<file path="src/logic/btb_geom_pkg.sv">
// Four-way BTB geometry; BTB_SETS must stay equal to 2**BTB_INDEX_W so one walk covers every set
package btb_geom_pkg;

  //======================================================================
  //  Array shape
  //======================================================================
  // Ways per set
  localparam int unsigned BTB_WAYS = 4;
  // Set index bits, taken from the fetch PC
  localparam int unsigned BTB_INDEX_W = 9;
  // Sets in the array
  localparam int unsigned BTB_SETS = 1 << BTB_INDEX_W;

  //======================================================================
  //  Entry fields
  //======================================================================
  // Partial tag kept per way
  localparam int unsigned BTB_TAG_W = 10;
  // Only the low target PC bits are stored
  localparam int unsigned BTB_TARGET_W = 20;
  // Icache way prediction carried with the target
  localparam int unsigned BTB_WAYPRED_W = 2;

  // Lowest tag bit of the write-way select, tag[2:1] picks the way
  localparam int unsigned BTB_WAYSEL_LSB = 1;

  // Buffered way prediction after reset or invalidation
  localparam logic [BTB_WAYPRED_W-1:0] BTB_WAYPRED_RST = '1;

endpackage

</file>
<file path="src/logic/btb_types_pkg.sv">
// Bundles exchanged between the BTB blocks; field widths follow btb_geom_pkg and must not be resized here
package btb_types_pkg;

  import btb_geom_pkg::*;

  //======================================================================
  //  Stored content
  //======================================================================
  // One way of one set, 33 bits
  typedef struct packed {
    logic                     vld;
    logic [BTB_TAG_W-1:0]     tag;
    logic [BTB_WAYPRED_W-1:0] way_pred;
    logic [BTB_TARGET_W-1:0]  target;
  } btb_entry_t;

  // All four ways of a set, way 3 in the top bits
  typedef struct packed {
    btb_entry_t [BTB_WAYS-1:0] way;
  } btb_set_t;

  //======================================================================
  //  Requests
  //======================================================================
  // Fetch lookup from pc generation
  typedef struct packed {
    logic                   vld;
    logic [BTB_INDEX_W-1:0] index;
  } btb_lookup_req_t;

  // New branch info from address generation
  typedef struct packed {
    logic                    vld;
    logic [BTB_INDEX_W-1:0]  index;
    logic [BTB_TAG_W-1:0]    tag;
    logic [BTB_TARGET_W-1:0] target;
  } btb_update_t;

  // One-way write out of the refill buffer
  typedef struct packed {
    logic                   vld;
    logic [BTB_INDEX_W-1:0] index;
    btb_entry_t             entry;
  } btb_refill_wr_t;

  // Invalidation walk state
  typedef struct packed {
    logic                   active;
    logic [BTB_INDEX_W-1:0] index;
  } btb_inv_t;

endpackage

</file>
<file path="src/logic/btb_inv_ctrl.sv">
// Walk always covers all BTB_SETS sets, highest first; requests during a walk are dropped, not queued
`timescale 1ns/1ps

module btb_inv_ctrl
  import btb_geom_pkg::*, btb_types_pkg::*;
(
  input  logic     refill_buf_updt_clk,
  input  logic     cpurst_b,
  input  logic     ifctrl_btb_inv,
  output btb_inv_t inv,
  output logic     inv_on,
  output logic     inv_done
);

  // Walk state
  logic                   inv_active;
  logic [BTB_INDEX_W-1:0] inv_cnt;

  //======================================================================
  //  Walk counter
  //======================================================================
  // Loaded with the top set, counts down once per cycle
  // Flag drops on the edge that sees set 0
  always_ff @(posedge refill_buf_updt_clk or negedge cpurst_b)
  begin
    if (!cpurst_b)
    begin
      inv_active <= 1'b0;
      inv_cnt    <= '0;
    end
    else if (inv_active)
    begin
      inv_cnt <= inv_cnt - 1'b1;
      if (inv_cnt == '0)
        inv_active <= 1'b0;
    end
    else if (ifctrl_btb_inv)
    begin
      inv_active <= 1'b1;
      inv_cnt    <= BTB_INDEX_W'(BTB_SETS - 1);
    end
  end

  //======================================================================
  //  Status
  //======================================================================
  // Array clears inv.index on every active cycle
  assign inv.active = inv_active;
  assign inv.index  = inv_cnt;

  assign inv_on   = inv_active;
  assign inv_done = !inv_active;

endmodule

</file>
<file path="config.mk">
export PLATFORM = sky130hd
export DESIGN_NAME = btb_inv_ctrl
export DESIGN_NICKNAME = d
export VERILOG_FILES = /design/src/logic/btb_geom_pkg.sv /design/src/logic/btb_types_pkg.sv /design/src/logic/btb_inv_ctrl.sv
export SDC_FILE = /design/constraint.sdc
export NUM_CORES = 1
export LEC_CHECK = 0
export BUFFER_PORTS_ARGS = -buffer_cell sky130_fd_sc_hd__buf_2
export CORE_AREA = 4 4 41 43
export DETAILED_ROUTE_END_ITERATION = 10
export DIE_AREA = 0 0 45 47
export SLEW_MARGIN = 20
export SYNTH_ARGS = -nofsm -noshare
export SYNTH_HDL_FRONTEND = slang
export SYNTH_SLANG_ARGS = --single-unit
</file>
<file path="constraint.sdc">
create_clock -name refill_buf_updt_clk -period 1.8 [get_ports refill_buf_updt_clk]
set_input_delay 0 -clock refill_buf_updt_clk [delete_from_list [all_inputs] [get_ports refill_buf_updt_clk]]
set_output_delay 0 -clock refill_buf_updt_clk [all_outputs]
set_load 0.01 [all_outputs]
</file>
# Yosys cells after proc, flatten, opt, wreduce, memory -nomap -nowiden
# Cells that the tools add are included.
dict set report totals {
  ff_bits 10
  latch_bits 0
  ram_bits 0
  romBits 0
  input_bits 3
  out_inout_bits 12
  word_cells 11
  memories 0
}
dict set report classes {
  addsub 1
  mul 0
  n_div 0
  n_lt_le_gt_ge 0
  n_eq_ne 0
  n_shift 0
  muxes 5
  bitwise 0
  n_reduce_logical 3
}
# operator n
set ops {}
lappend ops {{$mux W9} 2}
lappend ops {{$logic_not A9 Y1} 1}
lappend ops {{$sub A9 B1 Y9 const B} 1}
lappend ops {{$mux W1} 3}
lappend ops {{$reduce_bool A2 Y1} 1}
lappend ops {{$logic_not A1 Y1} 1}

# Logic depth before layout (Yosys ltp)
dict set report logic_depth {
  word_depth 3
  mapped_depth 5
}

# Worst setup path after synthesis
# OpenSTA, ideal clock, no wires.
dict set report synth_path {
  kind {reg2reg}
  startpoint {register inv_cnt[4]}
  endpoint {register inv_cnt[8]}
  setup_ns 0.066
  t_arrival_ns 1.257
  slack_ns 0.477
  path_stages_with_launch 4
  n_path_buf 0
  path_cell_list {dfrtp_1 or3_4 o41ai_2 a22o_1}
}
dict set report synth_between {
  elab_chain_cells 2
}
# item line
set synth_lines {}
lappend synth_lines {{start: declaration} btb_inv_ctrl.sv:17} ;# logic [BTB_INDEX_W-1:0] inv_cnt;
lappend synth_lines {{start signal: assignment} btb_inv_ctrl.sv:33} ;# inv_cnt <= inv_cnt - 1'b1;
lappend synth_lines {{start signal: assignment} btb_inv_ctrl.sv:40} ;# inv_cnt <= BTB_INDEX_W'(BTB_SETS - 1);
lappend synth_lines {{$sub A9 B1 Y9} btb_inv_ctrl.sv:33}
lappend synth_lines {{$mux W9} btb_inv_ctrl.sv:31} ;# else if (inv_active)
# No other way between the ends.
# A chain may end at the register's enable or synchronous reset.

# Worst setup path in the final report
dict set report layout_path {
  startpoint {register inv_active, in the netlist inv_on}
  endpoint {register inv_cnt[7]}
}
dict set report layout_between {
  elab_chain_cells 1
  word_cells_on_any_way 2
  cone_classes {mux: 1; reduce/logical: 1}
}
# item line
set layout_lines {}
lappend layout_lines {{start: declaration} btb_inv_ctrl.sv:16} ;# logic inv_active;
lappend layout_lines {{start signal: assignment} btb_inv_ctrl.sv:28} ;# inv_active <= 1'b0;
lappend layout_lines {{start signal: assignment} btb_inv_ctrl.sv:35} ;# inv_active <= 1'b0;
lappend layout_lines {{start signal: assignment} btb_inv_ctrl.sv:39} ;# inv_active <= 1'b1;
lappend layout_lines {{$mux W9 or $reduce_bool A2 Y1 (tied branches)} -}
# Parallel ways exist; a longest one is shown, timed or not.

==> metrics.csv <==
stage,metric,value,unit
floorplanning,Die Height,47,um
floorplanning,initial core utilization,41.3,%
logic_synthesis,Synth area leader,dfrtp_1,
power,clock power share,16.5,%
global_routing,largest net degree at the start of global routing,14,
logic_synthesis,Ys Warns,0,
run,max cap viols,0,
clocking,"Setup Fix Bufs, Post-CTS",0,
setup_path,Worst EP arrival,1.51,ns
hold_path,Hold EP,inv_cnt[1],
drt,Initial DRC Count,4,
hold_path,Worst Hold Depth,3,
clocking,clock transition at the registers of the reported paths,0.06,ns
setup_path,CP max-delay cell,dfrtp_1,
power,Comb power frac,35.3,%
global_routing,first-pass GRT wire length,2060,um
cells_and_area,"Area growth, synth to finish",20.9,%
power,Seq pwr share,48.2,%
power,Int Power,543,uW
sta,total negative setup slack,0,ns
clocking,Skew-Pair Late Insertion Delay,0.26,ns
sta,Least-Margin Pin Slew,0.379,ns
setup_path,worst reg-to-reg setup slack,0.42,ns
drt,via count,481,
logic_synthesis,Yosys top cell area share,46.5,%
drt,Routed WL,1170,um
clocking,CTS tree,built,
sta,Slew Limit Fails,0,
setup_path,CP Class,flip-flop to flip-flop,
setup_path,FF-to-FF path depth,3,
floorplanning,total die area,0.00212,mm2
floorplanning,Die Width,45,um
power,VDD IR max,0.615,mV
clocking,CTS Sinks,10,
clocking,Longest Clk Path Bufs,2,
sta,Setup Skew,0.00116,ns
logic_synthesis,cell count after synthesis,54,
power,sw frac,40.1,%
hold_path,Worst Hold Class,input pin to flip-flop,
power,Design Power,907,uW
cells_and_area,Ant. Diodes,0,
placement,GPL Wtd Cong,0.745,
cells_and_area,layout cells sized above 1,31.4,%
power,LEAKAGE,0.000286,uW
drt,drt pass-1 iters,4,
logic_synthesis,syn_area_per_cell,9.96,um2
global_routing,vias in the first global route,433,
floorplanning,# rows,13,
setup_path,critical path required time,1.92,ns
sta,final setup fails,0,
cells_and_area,FILL cells,133,
power,switching pwr,364,uW
clocking,H-tree depth,1,
placement,Port-buffer cells,14,
setup_path,CP Max Fanout,13,
clocking,CTS Buf Count,3,
global_routing,total track usage,13.9,%
cells_and_area,Reg area,250,um2
power,P per Cell Area,1390,mW/mm2
global_routing,initial antenna violation count,0,
logic_synthesis,"Distinct cells, synth",28,
logic_synthesis,Synth area leaders,"dfrtp_1 47%, nor2_1 4.2%, a21oi_1 3.7%",
setup_path,reg2reg end,inv_cnt[7],
logic_synthesis,"Cell Area, Synth",538,um2
sta,min cycle time layout,1.38,ns
clocking,root buffer cell,clkbuf_4,
hold_path,min-delay src,ifctrl_btb_inv,
floorplanning,IO Pins,15,
sta,Fin. Hold Viols,0,
cells_and_area,Multi-input gate area,260,um2
clocking,post-CTS sizing,0,
logic_synthesis,Mapped Nets,58,
setup_path,max incr delay on CP,0.51,ns
sta,RSZ-0062 raised after global routing,false,
setup_path,Worst R2R Start,inv_on,
run_status,status,"complete, no violations",
drt,remaining antenna violation count,0,
logic_synthesis,synthesis-stage register bit count,10,
setup_path,CP Cell Sequence,or2_0 -> a311oi_1 -> a41oi_1,
global_routing,GR Overflow Total,0,
clocking,Hold Buf Count CTS,1,
setup_path,type of origin of the critical path,flip-flop,
floorplanning,core area,0.00130,mm2
drt,Avg WL per Cell,13.8,um
setup_path,nature of the critical path endpoint,flip-flop,
sta,Slew headroom,74.7,%
sta,"Period Utilization, post-route",76.8,%
logic_synthesis,"Seq/Total Area, Yosys",46.5,%
drt,Via-to-Cell Ratio,5.66,
cells_and_area,nets,76,
drt,Residual DRC,0,
sta,FMAX,0.723,GHz
## worst max-delay path by stage
stage,from,end,depth (start not counted)
floorplan,inv_cnt[4],inv_cnt[8],3
global placement,inv_on,inv_cnt[7],3
detailed placement,inv_on,inv_cnt[5],3
CTS,inv_on,inv_cnt[5],3
global route,inv_cnt[0],inv_cnt[4],5
finish,inv_on,inv_cnt[7],3
## metrics by stage
step / hold slack, ns / instances / cell area (um2) / setup slack [ns] / util [%]
2_1_floorplan: -0.296 / 54 / 538 / 0.477 / -
3_3_place_gp: -0.123 / 81 / 618 / 0.421 / 47.5
3_5_place_dp: -0.124 / 81 / 618 / 0.408 / 47.5
4_1_cts: 0.0391 / 85 / 651 / 0.402 / 50.0
5_1_grt: 0.0891 / 85 / 651 / 0.309 / 50.0
6_report: 0.0406 / 85 / 651 / 0.418 / 50.0
## final cells by class
class                      instances  area share, %
sequential                        10           38.5
inverter                           3           1.73
timing repair buffer              16           13.5
clock buffer                       3           3.46
multi-input combinational         38           40.0
tap                               15           2.88
## power groups by stage
stage	Sequential [uW]	Combinational (uW)	Clock [uW]
final	437	320	150
after global routing	464	367	169
after CTS	442	325	157
after detailed placement	445	323	0
after global placement	438	317	0
after floorplan	456	170	0
## critical path: cells and delay by family (launching register included)
| kind | cells | cell delay (ns) |
|---|---|---|
| DFF | 1 | 0.51 |
| and+or+nand+nor | 1 | 0.41 |
| AOI/OAI and AO/OA | 2 | 0.33 |
## metal layers
| layer | global-route usage [%] | share of wire (%) | routed length [um] | up-vias |
|---|---|---|---|---|
| li1 | - | - | - | 235 |
| met1 | 18.4 | 49 | 579 | 227 |
| met2 | 20.1 | 43 | 500 | 15 |
| met3 | 3.45 | 5.8 | 68 | 4 |
| met4 | 8.77 | 2.1 | 25 | 0 |
| met5 | 0 | 0 | 0 | - |
## synth_stat cells
library cell / n
ha_1: 1
a41oi_1: 2
nor4_1: 1
nor3_2: 1
a311oi_1: 2
or2_0: 1
nand2b_1: 2
buf_4: 1
o21bai_1: 1
a21oi_1: 4
a22o_1: 2
and3b_1: 1
dfrtp_1: 10
o21a_1: 2
o31ai_1: 2
or3_4: 1
buf_2: 1
nor2_1: 6
inv_1: 3
nand2_1: 1
nor2b_1: 1
o21ai_0: 1
nand3_1: 1
nor3_1: 2
clkbuf_1: 1
and3_2: 1
o41ai_2: 1
a31oi_1: 1
## placed cells by master, fill, tap and decap left out
master         instances
a41oi_1                2
o21bai_1               1
nor2b_1                1
and3b_1                1
nor2_1                 6
buf_2                 14
buf_4                  1
nand3_1                1
o31ai_1                2
dfrtp_1               10
ha_1                   1
dlygate4sd3_1          1
nor3_1                 2
nor4_1                 1
o21ai_0                1
or2_0                  1
a21oi_1                4
o21a_1                 2
or3_4                  1
a22o_1                 2
and3_2                 1
inv_1                  3
a311oi_1               2
clkbuf_4               3
nand2_1                1
o41ai_2                1
nor3_2                 1
nand2b_1               2
a31oi_1                1
## flip-flops by register name, indices dropped and copies added (netlist names)
name,cells
inv_cnt,9
inv_on,1
## kinds of logic (layout without fill, tap and decap cells)
group                    after synthesis  in the layout  synth area share (%)
AND/OR/NAND/NOR                       19             19                  20.5
buffers and inverters                  6             22                  5.12
AO/OA/AOI/OAI                         18             18                  25.6
flip-flops                            10             10                  46.5
adder cells (fa/ha/maj)                1              1                  2.33
Note: power is estimated with default switching activity, not from simulation.
