<file path="src/logic/btb_geom_pkg.sv">
// Four-way BTB geometry; BTB_SETS must stay equal to 2**BTB_INDEX_W so one walk covers every set
package btb_geom_pkg;

  //======================================================================
  //  Array shape
  //======================================================================
  // Ways per set
  localparam int unsigned BTB_WAYS = 4;
  // Set index bits, taken from the fetch PC
  localparam int unsigned BTB_INDEX_W = 9;
  // Sets in the array
  localparam int unsigned BTB_SETS = 1 << BTB_INDEX_W;

  //======================================================================
  //  Entry fields
  //======================================================================
  // Partial tag kept per way
  localparam int unsigned BTB_TAG_W = 10;
  // Only the low target PC bits are stored
  localparam int unsigned BTB_TARGET_W = 20;
  // Icache way prediction carried with the target
  localparam int unsigned BTB_WAYPRED_W = 2;

  // Lowest tag bit of the write-way select, tag[2:1] picks the way
  localparam int unsigned BTB_WAYSEL_LSB = 1;

  // Buffered way prediction after reset or invalidation
  localparam logic [BTB_WAYPRED_W-1:0] BTB_WAYPRED_RST = '1;

endpackage

</file>
<file path="src/logic/btb_types_pkg.sv">
// Bundles exchanged between the BTB blocks; field widths follow btb_geom_pkg and must not be resized here
package btb_types_pkg;

  import btb_geom_pkg::*;

  //======================================================================
  //  Stored content
  //======================================================================
  // One way of one set, 33 bits
  typedef struct packed {
    logic                     vld;
    logic [BTB_TAG_W-1:0]     tag;
    logic [BTB_WAYPRED_W-1:0] way_pred;
    logic [BTB_TARGET_W-1:0]  target;
  } btb_entry_t;

  // All four ways of a set, way 3 in the top bits
  typedef struct packed {
    btb_entry_t [BTB_WAYS-1:0] way;
  } btb_set_t;

  //======================================================================
  //  Requests
  //======================================================================
  // Fetch lookup from pc generation
  typedef struct packed {
    logic                   vld;
    logic [BTB_INDEX_W-1:0] index;
  } btb_lookup_req_t;

  // New branch info from address generation
  typedef struct packed {
    logic                    vld;
    logic [BTB_INDEX_W-1:0]  index;
    logic [BTB_TAG_W-1:0]    tag;
    logic [BTB_TARGET_W-1:0] target;
  } btb_update_t;

  // One-way write out of the refill buffer
  typedef struct packed {
    logic                   vld;
    logic [BTB_INDEX_W-1:0] index;
    btb_entry_t             entry;
  } btb_refill_wr_t;

  // Invalidation walk state
  typedef struct packed {
    logic                   active;
    logic [BTB_INDEX_W-1:0] index;
  } btb_inv_t;

endpackage

</file>
<file path="src/logic/btb_refill_buf.sv">
// Holds one pending entry; a second update before the miss overwrites it and a miss with no valid entry writes nothing
`timescale 1ns/1ps

module btb_refill_buf
  import btb_geom_pkg::*, btb_types_pkg::*;
(
  input  logic                     refill_buf_updt_clk,
  input  logic                     cpurst_b,
  input  btb_update_t              update,
  input  logic [BTB_WAYPRED_W-1:0] way_pred,
  input  logic                     pcgen_stall,
  input  logic                     ibdp_btb_miss,
  input  btb_inv_t                 inv,
  output btb_refill_wr_t           refill_wr
);

  // Pending entry fields
  logic [BTB_INDEX_W-1:0]   buf_index;
  logic [BTB_TAG_W-1:0]     buf_tag;
  logic [BTB_TARGET_W-1:0]  buf_target;
  logic [BTB_WAYPRED_W-1:0] buf_way_pred;
  logic                     buf_valid;
  // Two-stage tracking of the way prediction arrival
  logic                     capt_first;
  logic                     capt_second;

  //======================================================================
  //  Entry capture from address generation
  //======================================================================
  // Invalidation wipes a half-built entry as well
  always_ff @(posedge refill_buf_updt_clk)
  begin
    if (inv.active)
    begin
      buf_index  <= '0;
      buf_tag    <= '0;
      buf_target <= '0;
    end
    else if (update.vld)
    begin
      buf_index  <= update.index;
      buf_tag    <= update.tag;
      buf_target <= update.target;
    end
  end

  //======================================================================
  //  Way prediction pipeline and valid
  //======================================================================
  // Icache way prediction shows up two cycles behind the target
  // Stall in the middle cycle loses it, entry stays invalid
  always_ff @(posedge refill_buf_updt_clk or negedge cpurst_b)
  begin
    if (!cpurst_b)
    begin
      capt_first   <= 1'b0;
      capt_second  <= 1'b0;
      buf_way_pred <= BTB_WAYPRED_RST;
      buf_valid    <= 1'b0;
    end
    else if (inv.active)
    begin
      capt_first   <= 1'b0;
      capt_second  <= 1'b0;
      buf_way_pred <= BTB_WAYPRED_RST;
      buf_valid    <= 1'b0;
    end
    else
    begin
      capt_first  <= update.vld;
      // New update restarts the sequence
      capt_second <= capt_first && !pcgen_stall && !update.vld;
      if (capt_second && !update.vld)
        buf_way_pred <= way_pred;
      if (update.vld)
        buf_valid <= 1'b0;
      else if (capt_second)
        buf_valid <= 1'b1;
      // Entry goes out with this miss
      else if (ibdp_btb_miss)
        buf_valid <= 1'b0;
    end
  end

  //======================================================================
  //  Write request
  //======================================================================
  // Same-cycle write on a miss, way picked later from tag bits
  always_comb
  begin
    refill_wr.vld            = buf_valid && ibdp_btb_miss && !inv.active;
    refill_wr.index          = buf_index;
    refill_wr.entry.vld      = 1'b1;
    refill_wr.entry.tag      = buf_tag;
    refill_wr.entry.way_pred = buf_way_pred;
    refill_wr.entry.target   = buf_target;
  end

endmodule

</file>
<file path="config.mk">
export PLATFORM = sky130hd
export DESIGN_NAME = btb_refill_buf
export DESIGN_NICKNAME = d
export VERILOG_FILES = /design/src/logic/btb_geom_pkg.sv /design/src/logic/btb_types_pkg.sv /design/src/logic/btb_refill_buf.sv
export SDC_FILE = /design/constraint.sdc
export NUM_CORES = 1
export LEC_CHECK = 0
export BUFFER_PORTS_ARGS = -buffer_cell sky130_fd_sc_hd__buf_2
export CORE_MARGIN = 5
export CORE_UTILIZATION = 33
export CTS_CLUSTER_SIZE = 25
export DETAILED_ROUTE_END_ITERATION = 10
export PLACE_DENSITY = 0.66
export SETUP_SLACK_MARGIN = 0.5
export SLEW_MARGIN = 20
export SYNTH_ARGS = -nofsm -noshare
export SYNTH_HDL_FRONTEND = slang
export SYNTH_SLANG_ARGS = --single-unit
</file>
<file path="constraint.sdc">
create_clock -name refill_buf_updt_clk -period 0.9 [get_ports refill_buf_updt_clk]
set_input_delay 0.045 -clock refill_buf_updt_clk [delete_from_list [all_inputs] [get_ports refill_buf_updt_clk]]
set_output_delay 0.045 -clock refill_buf_updt_clk [all_outputs]
set_load 0.005 [all_outputs]
</file>
* Yosys cells after proc, flatten, opt, wreduce, memory -nomap -nowiden
Index checks and enable logic that the tools add are counted.
Operators by class: multiplexer cells 8, reduce and logical (&&, ||, !) cells 10
Operators by type and width (number):
- two-way mux 1 bit | 6
- logical AND 1 bit | 5
- two-way mux 2 bit | 2
- nonzero test 4 bit | 1
- zero test 1 bit | 3
- nonzero test 2 bit | 1
Word-level totals: input bits 56, output and inout port bits 43, logic and storage cells 25, register bits 44

* Logic depth before layout (Yosys ltp)
Gate-level depths: netlist of run 1.
word-level depth 4, depth in mapped cells 4, depth with buffers taken out 2

* Worst setup path before layout of run 1
No wires, ideal clock.
path kind reg2reg, from reg capt_second, to reg buf_way_pred[0], cell stages (with the launch flop) 3, clock period less this slack 0.742 ns, path buffers 0, arrival time 0.668 ns, required time 0.825 ns, slack 0.158 ns, library setup time 0.075 ns, cell sequence dfrtp_1 > nor2b_2 > mux2i_1
Between the ends: longest elaborated chain between the ends 2
RTL lines:
- start, declared | line btb_refill_buf.sv:25 | logic capt_second;
- start signal, assigned | line btb_refill_buf.sv:72 | capt_second <= capt_first && !pcgen_stall && !update.vld;
- logical AND 1 bit | line btb_refill_buf.sv:73 | if (capt_second && !update.vld)
- nonzero test 2 bit (no source line)
- end signal, assigned | line btb_refill_buf.sv:74 | buf_way_pred <= way_pred;
- end, declared | line btb_refill_buf.sv:21 | logic [BTB_WAYPRED_W-1:0] buf_way_pred;
Every way passes these cells. A chain may end at the register's enable or synchronous reset.

* Worst setup path after layout of run 1
from reg buf_way_pred[1], to out refill_wr[21] (netlist bit)
RTL lines:
- end, declared | line btb_refill_buf.sv:14 | output btb_refill_wr_t refill_wr
No word-level cell between the ends.

==> impl_metrics.yaml, run 1 <==
die:
  die_h_um: 81.1
  die_w_um: 81.1
  core_um2: 4820
  rows: 25
  start_util_pct: 34.7
  dieArea_um2: 6580
  ios: 99
global_routing:
  grt_pass1_wl_mm: 5.83
  grt_pass1_vias: 1294
  grt_max_degree: 27
  antenna_found_initial: 0
  grt.total_usage_pct: 11.6
  grt-ovfl-total: 0
detailed_routing:
  drt-wirelength-per-cell_um: 12.3
  antenna_left: 0
  drt-total-wl_mm: 3.77
  via_count: 1315
  drc: 0
  drt_iter0_drc: 40
  viasPerCell: 4.28
  dr.pass1.iters: 4
clock_tree:
  clock_sinks: 44
  tritoncts: "built"
  cts_max_level: 2
  cts_root_buf: "clkbuf_8"
  cts_hold_buf: 1
  clk_pin_slew_ns: 0.08
  numCtsBuffers: 5
  clk_latency_ns: 0.28
  cts_max_path_buffers: 2
setup_path:
  worstPathMaxFanout: 2
  end_kind: "output pin"
  r2r_slack_ns: 0.12
  arrival_ns: 0.92
  cp_top_family: "flip-flops"
  startpoint_type: "flip-flop"
  path_buf_inv: 1
  path_cells: "buf_6"
  cp.required_ns: 0.85
  ff2ff_path_depth: 2
  slowest_stage: "dfstp_2"
  r2r-end: "buf_way_pred[1]"
  r2r_start: "capt_second"
  crit_path_max_incr_delay_ns: 0.54
  criticalPathCategory: "reg -> out"
sta:
  worst_slack_ns: -0.0638
  hold_viol_final: 21
  setup_viol: 3
  finClkSkew_ns: 0.000966
  fin_crit_sh_pct: 107
  finalCriticalPeriod_ns: 0.964
  grt_setup_unrepaired: "true"
  finalMaxSlewViolations: 0
  max_freq_mhz: 1040
  hold-worst-slack_ns: -0.0687
logic_synthesis:
  syn_area_per_cell_um2: 11.3
  synth_xor_area_share_pct: 0
  synthMuxAreaShare_pct: 24.6
  synth_top_family_by_area: "multiplexers"
  yosys.area.top_type: "dfxtp_1"
  ys_top_cells_by_area: "dfxtp_1 (47%), mux2i_1 (25%), nor2_1 (10%)"
  synth_top_area_share_pct: 46.7
  syn_nets: 204
  yosysWarnings: 0
  seq_area_frac_synth_pct: 54.4
  synthAdderAreaFrac_pct: 0
  netlist_instances: 148
  synth_cell_type_count: 16
  ys_seq_elements: 44
  syn_area_um2: 1670
  synth_compound_area_share_pct: 0.449
  yosys.area_share.simple_pct: 13.0
placed_design:
  hpwlAfterDp_mm: 2.68
  placed_area_um2: 2160
  place_inst: 296
  pre_cts_slack_ns: 0.0961
  port_buffers: 88
  place_congestion: 0.638
min_path:
  whs_endpoint: "capt_second"
  min_path_cells: 2
  hold_class: "in -> reg"
  min-delay-start: "pcgen_stall"
cells_and_area:
  layoutNonFillerInstCount: 307
  fin_area_um2: 2510
  area_growth_pct: 50.3
  diodes: 0
  layout_common_cells: "buf_2 (65), nor2_1 (44), mux2i_1 (40)"
  layout_commonest_cell: "buf_2"
  fin_util_pct: 52.1
  layout-drive-gt1-share_pct: 61.3
  nets: 295
  nFillCells: 455
power:
  p_per_area_nw_per_um2: 1720
  leakagePower_uw: 0.00126
  p_seq_share_pct: 49.5
  ir_drop_v: 0.000917
  p_int_uw: 3410
  switching_share_pct: 21.1
  power.share.clock_pct: 37.0
  combPwrFrac_pct: 13.5
  p_sw_uw: 913
status:
  status: "finished, violations left"
  violations: "hold timing, setup timing"
run:
  max_cap_violations: 0
logic make-up (layout without fill, tap and decap cells):
kind of cell,count (synthesis),after routing
compound gates,1,1
flops,44,44
mux,41,41
buf+inv,11,103
other cells,1,1
simple gates,50,50
layer usage:
metal / vias up / wire length, um / global-route usage [%]
li1: 658 / - / -
met1: 596 / 1540 / 13.1
met2: 55 / 1840 / 19.0
met3: 6 / 349 / 5.54
met4: 0 / 44 / 4.05
met5: - / 0 / 0
registers in the layout (all words and copies together), names as in the netlist:
| name | count |
|---|---|
| capt_first | 1 |
| buf_valid | 1 |
| buf_target | 20 |
| capt_second | 1 |
| buf_way_pred | 2 |
| buf_index | 9 |
| buf_tag | 10 |
worst max path at each step:
stage	slack, ns	depth (start not counted)	endpoint	startpoint
3_3_place_gp	0.12	4	buf_target[8]	update[39]
4_1_cts	-0.08	1	refill_wr[21]	buf_way_pred[1]
3_5_place_dp	0.1	4	buf_target[8]	update[39]
5_1_grt	-0.12	1	refill_wr[21]	buf_way_pred[1]
6_report	-0.06	1	refill_wr[21]	buf_way_pred[1]
2_1_floorplan	0.17	2	buf_valid	buf_valid
cell type report:
| type | instances | area (um2) | share of cell area [%] |
|---|---|---|---|
| Clock buffer | 7 | 96.3 | 3.84 |
| Clock inverter | 1 | 30.0 | 1.20 |
| Multi-Input combinational cell | 93 | 651 | 25.9 |
| Sequential cell | 44 | 957 | 38.1 |
| Tap cell | 67 | 83.8 | 3.34 |
| Timing Repair Buffer | 95 | 693 | 27.6 |
cell usage after synthesis:
cell type,count
clkbuf_1,1
dfrtp_1,3
dfxtp_1,39
nor2b_1,2
nand2_1,1
dfstp_2,2
nor4b_4,1
buf_6,1
o21a_1,1
nor2b_2,1
nor2_1,45
conb_1,1
buf_12,4
buf_2,4
mux2i_1,41
buf_4,1
metrics by stage:
stage | total power (uW) | TNS (ns)
2_1_floorplan | 2440 | 0
3_3_place_gp | 2650 | 0
3_5_place_dp | 2660 | 0
4_1_cts | 4340 | -0.214
5_1_grt | 4560 | -0.314
6_report | 4320 | -0.158
timing repair:
| item | 4_1_cts | 5_1_grt |
|---|---|---|
| gates resized for setup | 48 | 16 |
| hold endpoints to repair | 43 | 10 |
| setup endpoints to repair | 85 | 85 |
| pin swaps | 1 | 3 |
| setup buffers | 0 | 2 |
power groups by stage:
stage                     Sequential, uW  Clock (uW)  Combinational [uW]
after floorplan                     2160           0                 281
after global placement              2140           0                 505
after detailed placement            2150           0                 514
after CTS                           2130        1670                 540
after global routing                2150        1770                 643
final                               2140        1600                 583
(Power assumes the default switching activity.)
==> run 2, diff against run 1 <==
--- a/config.mk
+++ b/config.mk
@@ -10,6 +10,7 @@
 export CORE_UTILIZATION = 33
 export CTS_CLUSTER_SIZE = 25
 export DETAILED_ROUTE_END_ITERATION = 10
+export MAX_ROUTING_LAYER = met4
 export PLACE_DENSITY = 0.66
 export SETUP_SLACK_MARGIN = 0.5
 export SLEW_MARGIN = 20
==> run 2 against run 1 <==
The run still ends with hold timing, setup timing left. Largest cell class unchanged. Global-route usage rose by 0.33 points. Maximum frequency unchanged. Highest routed layer unchanged. Die area did not move. Non-clock buffer count unchanged. Clock power is essentially flat. Via count about the same. Sequential power barely moved. Combinational power hardly changed. Clock skew unchanged.
==> impl_metrics.yaml, run 2 (same netlist as run 1, synthesis figures left out) <==
die:
  core_um2: 4820
  dieArea_um2: 6580
  rows: 25
  die_w_um: 81.1
  ios: 99
  die_h_um: 81.1
  start_util_pct: 34.7
placed_design:
  port_buffers: 88
  hpwlAfterDp_mm: 2.68
  place_congestion: 0.643
  place_inst: 296
cells_and_area:
  layout_common_cells: "buf_2 (65), nor2_1 (44), mux2i_1 (40)"
  layout_commonest_cell: "buf_2"
  largestRegisters: "buf_target: 20 flops, buf_tag: 10 flops, buf_index: 9 flops"
  layoutNonFillerInstCount: 307
  area_growth_pct: 50.3
  nFillCells: 455
  diodes: 0
  layout-drive-gt1-share_pct: 61.3
  regMostFlops: "buf_target"
  largest_reg_flops: 20
  fin_util_pct: 52.1
  nets: 295
power:
  combPwrFrac_pct: 13.5
  p_seq_share_pct: 49.5
  ir_drop_v: 0.000916
  p_sw_uw: 913
  power.share.clock_pct: 37.0
  p_per_area_nw_per_um2: 1720
  leakagePower_uw: 0.00126
  p_int_uw: 3410
  switching_share_pct: 21.1
  p_total_uw: 4320
clock_tree:
  clk_pin_slew_ns: 0.08
  cts_max_path_buffers: 2
  cts_root_buf: "clkbuf_8"
  clk_latency_ns: 0.28
  cts_hold_buf: 1
  numCtsBuffers: 5
  clock_sinks: 44
  cts_max_level: 2
  tritoncts: "built"
detailed_routing:
  dr.pass1.iters: 4
  antenna_left: 0
  viasPerCell: 4.29
  drt_iter0_drc: 40
  drt-wirelength-per-cell_um: 12.3
  drt-total-wl_mm: 3.77
  via_count: 1316
  drc: 0
setup_path:
  path_cells: "buf_6"
  cp.required_ns: 0.85
  criticalPathCategory: "reg -> out"
  crit_path_max_incr_delay_ns: 0.54
  slowest_stage: "dfstp_2"
  path_buf_inv: 1
  ff2ff_path_depth: 2
  worstPathMaxFanout: 2
  cp_top_family: "flip-flops"
  r2r_slack_ns: 0.12
  r2r_start: "capt_second"
  end_kind: "output pin"
  arrival_ns: 0.92
  r2r-end: "buf_way_pred[1]"
  startpoint_type: "flip-flop"
global_routing:
  grt.total_usage_pct: 11.9
  grt_pass1_vias: 1294
  grt_max_degree: 27
  grt_pass1_wl_mm: 5.83
  antenna_found_initial: 0
  grt-ovfl-total: 0
sta:
  max_freq_mhz: 1040
  finClkSkew_ns: 0.000966
  setup_viol: 3
  hold-worst-slack_ns: -0.0687
  fin_crit_sh_pct: 107
  tns_ns: -0.158
  grt_setup_unrepaired: "true"
  finalMaxSlewViolations: 0
  finalCriticalPeriod_ns: 0.964
  worst_slack_ns: -0.0638
  hold_viol_final: 21
min_path:
  whs_endpoint: "capt_second"
  min_path_cells: 2
  min-delay-start: "pcgen_stall"
  hold_class: "in -> reg"
status:
  violations: "hold timing, setup timing"
  status: "finished, violations left"
run:
  max_cap_violations: 0
-- run 2: cell counts in the layout (fill, tap and decap cells not counted) --
Identical to the previous run, type by type.
-- run 2: repair_timing --
action,in CTS,in global routing
pin swaps,1,3
resized for setup,48,16
endpoints found under the setup margin,85,85
gates cloned,0,0
buffers inserted,0,2
endpoints found under the hold margin,43,10
-- run 2: per-layer routing --
layer,vias to the layer above,track usage (%),part of all wire (%)
met2,55,19.0,49
li1,658,-,-
met4,0,4.05,1.2
met3,6,4.77,8.1
met1,597,13.6,42
met5,-,-,0
-- run 2: per-stage QoR --
stage	cell area [um2]	setup WS (ns)	hold WS, ns
after floorplan	1700	0.166	-0.251
after global placement	2160	0.118	-0.135
final	2510	-0.0638	-0.0687
after detailed placement	2160	0.0961	-0.134
after global routing	2510	-0.115	-0.0890
after CTS	2400	-0.0803	-0.0805
-- run 2: worst max path at each step --
stage / from / endpoint / cells after the start
floorplan: buf_valid / buf_valid / 2
CTS: buf_way_pred[1] / refill_wr[21] / 1
finish: buf_way_pred[1] / refill_wr[21] / 1
detailed placement: update[39] / buf_target[8] / 4
global placement: update[39] / buf_target[8] / 4
global route: buf_way_pred[1] / refill_wr[21] / 1
-- run 2: final cells by class --
cell class                      instances  area [um2]  share of cell area (%)
Multi-Input combinational cell         93         651                    25.9
Timing Repair Buffer                   95         693                    27.6
Clock inverter                          1        30.0                    1.20
Clock buffer                            7        96.3                    3.84
Sequential cell                        44         957                    38.1
Tap cell                               67        83.8                    3.34
-- run 2: power groups by stage --
stage	logic [uW]	registers [uW]	clock network, uW
finish	583	2140	1600
detailed placement	514	2150	0
global route	643	2150	1770
CTS	540	2130	1670
floorplan	281	2160	0
global placement	505	2140	0
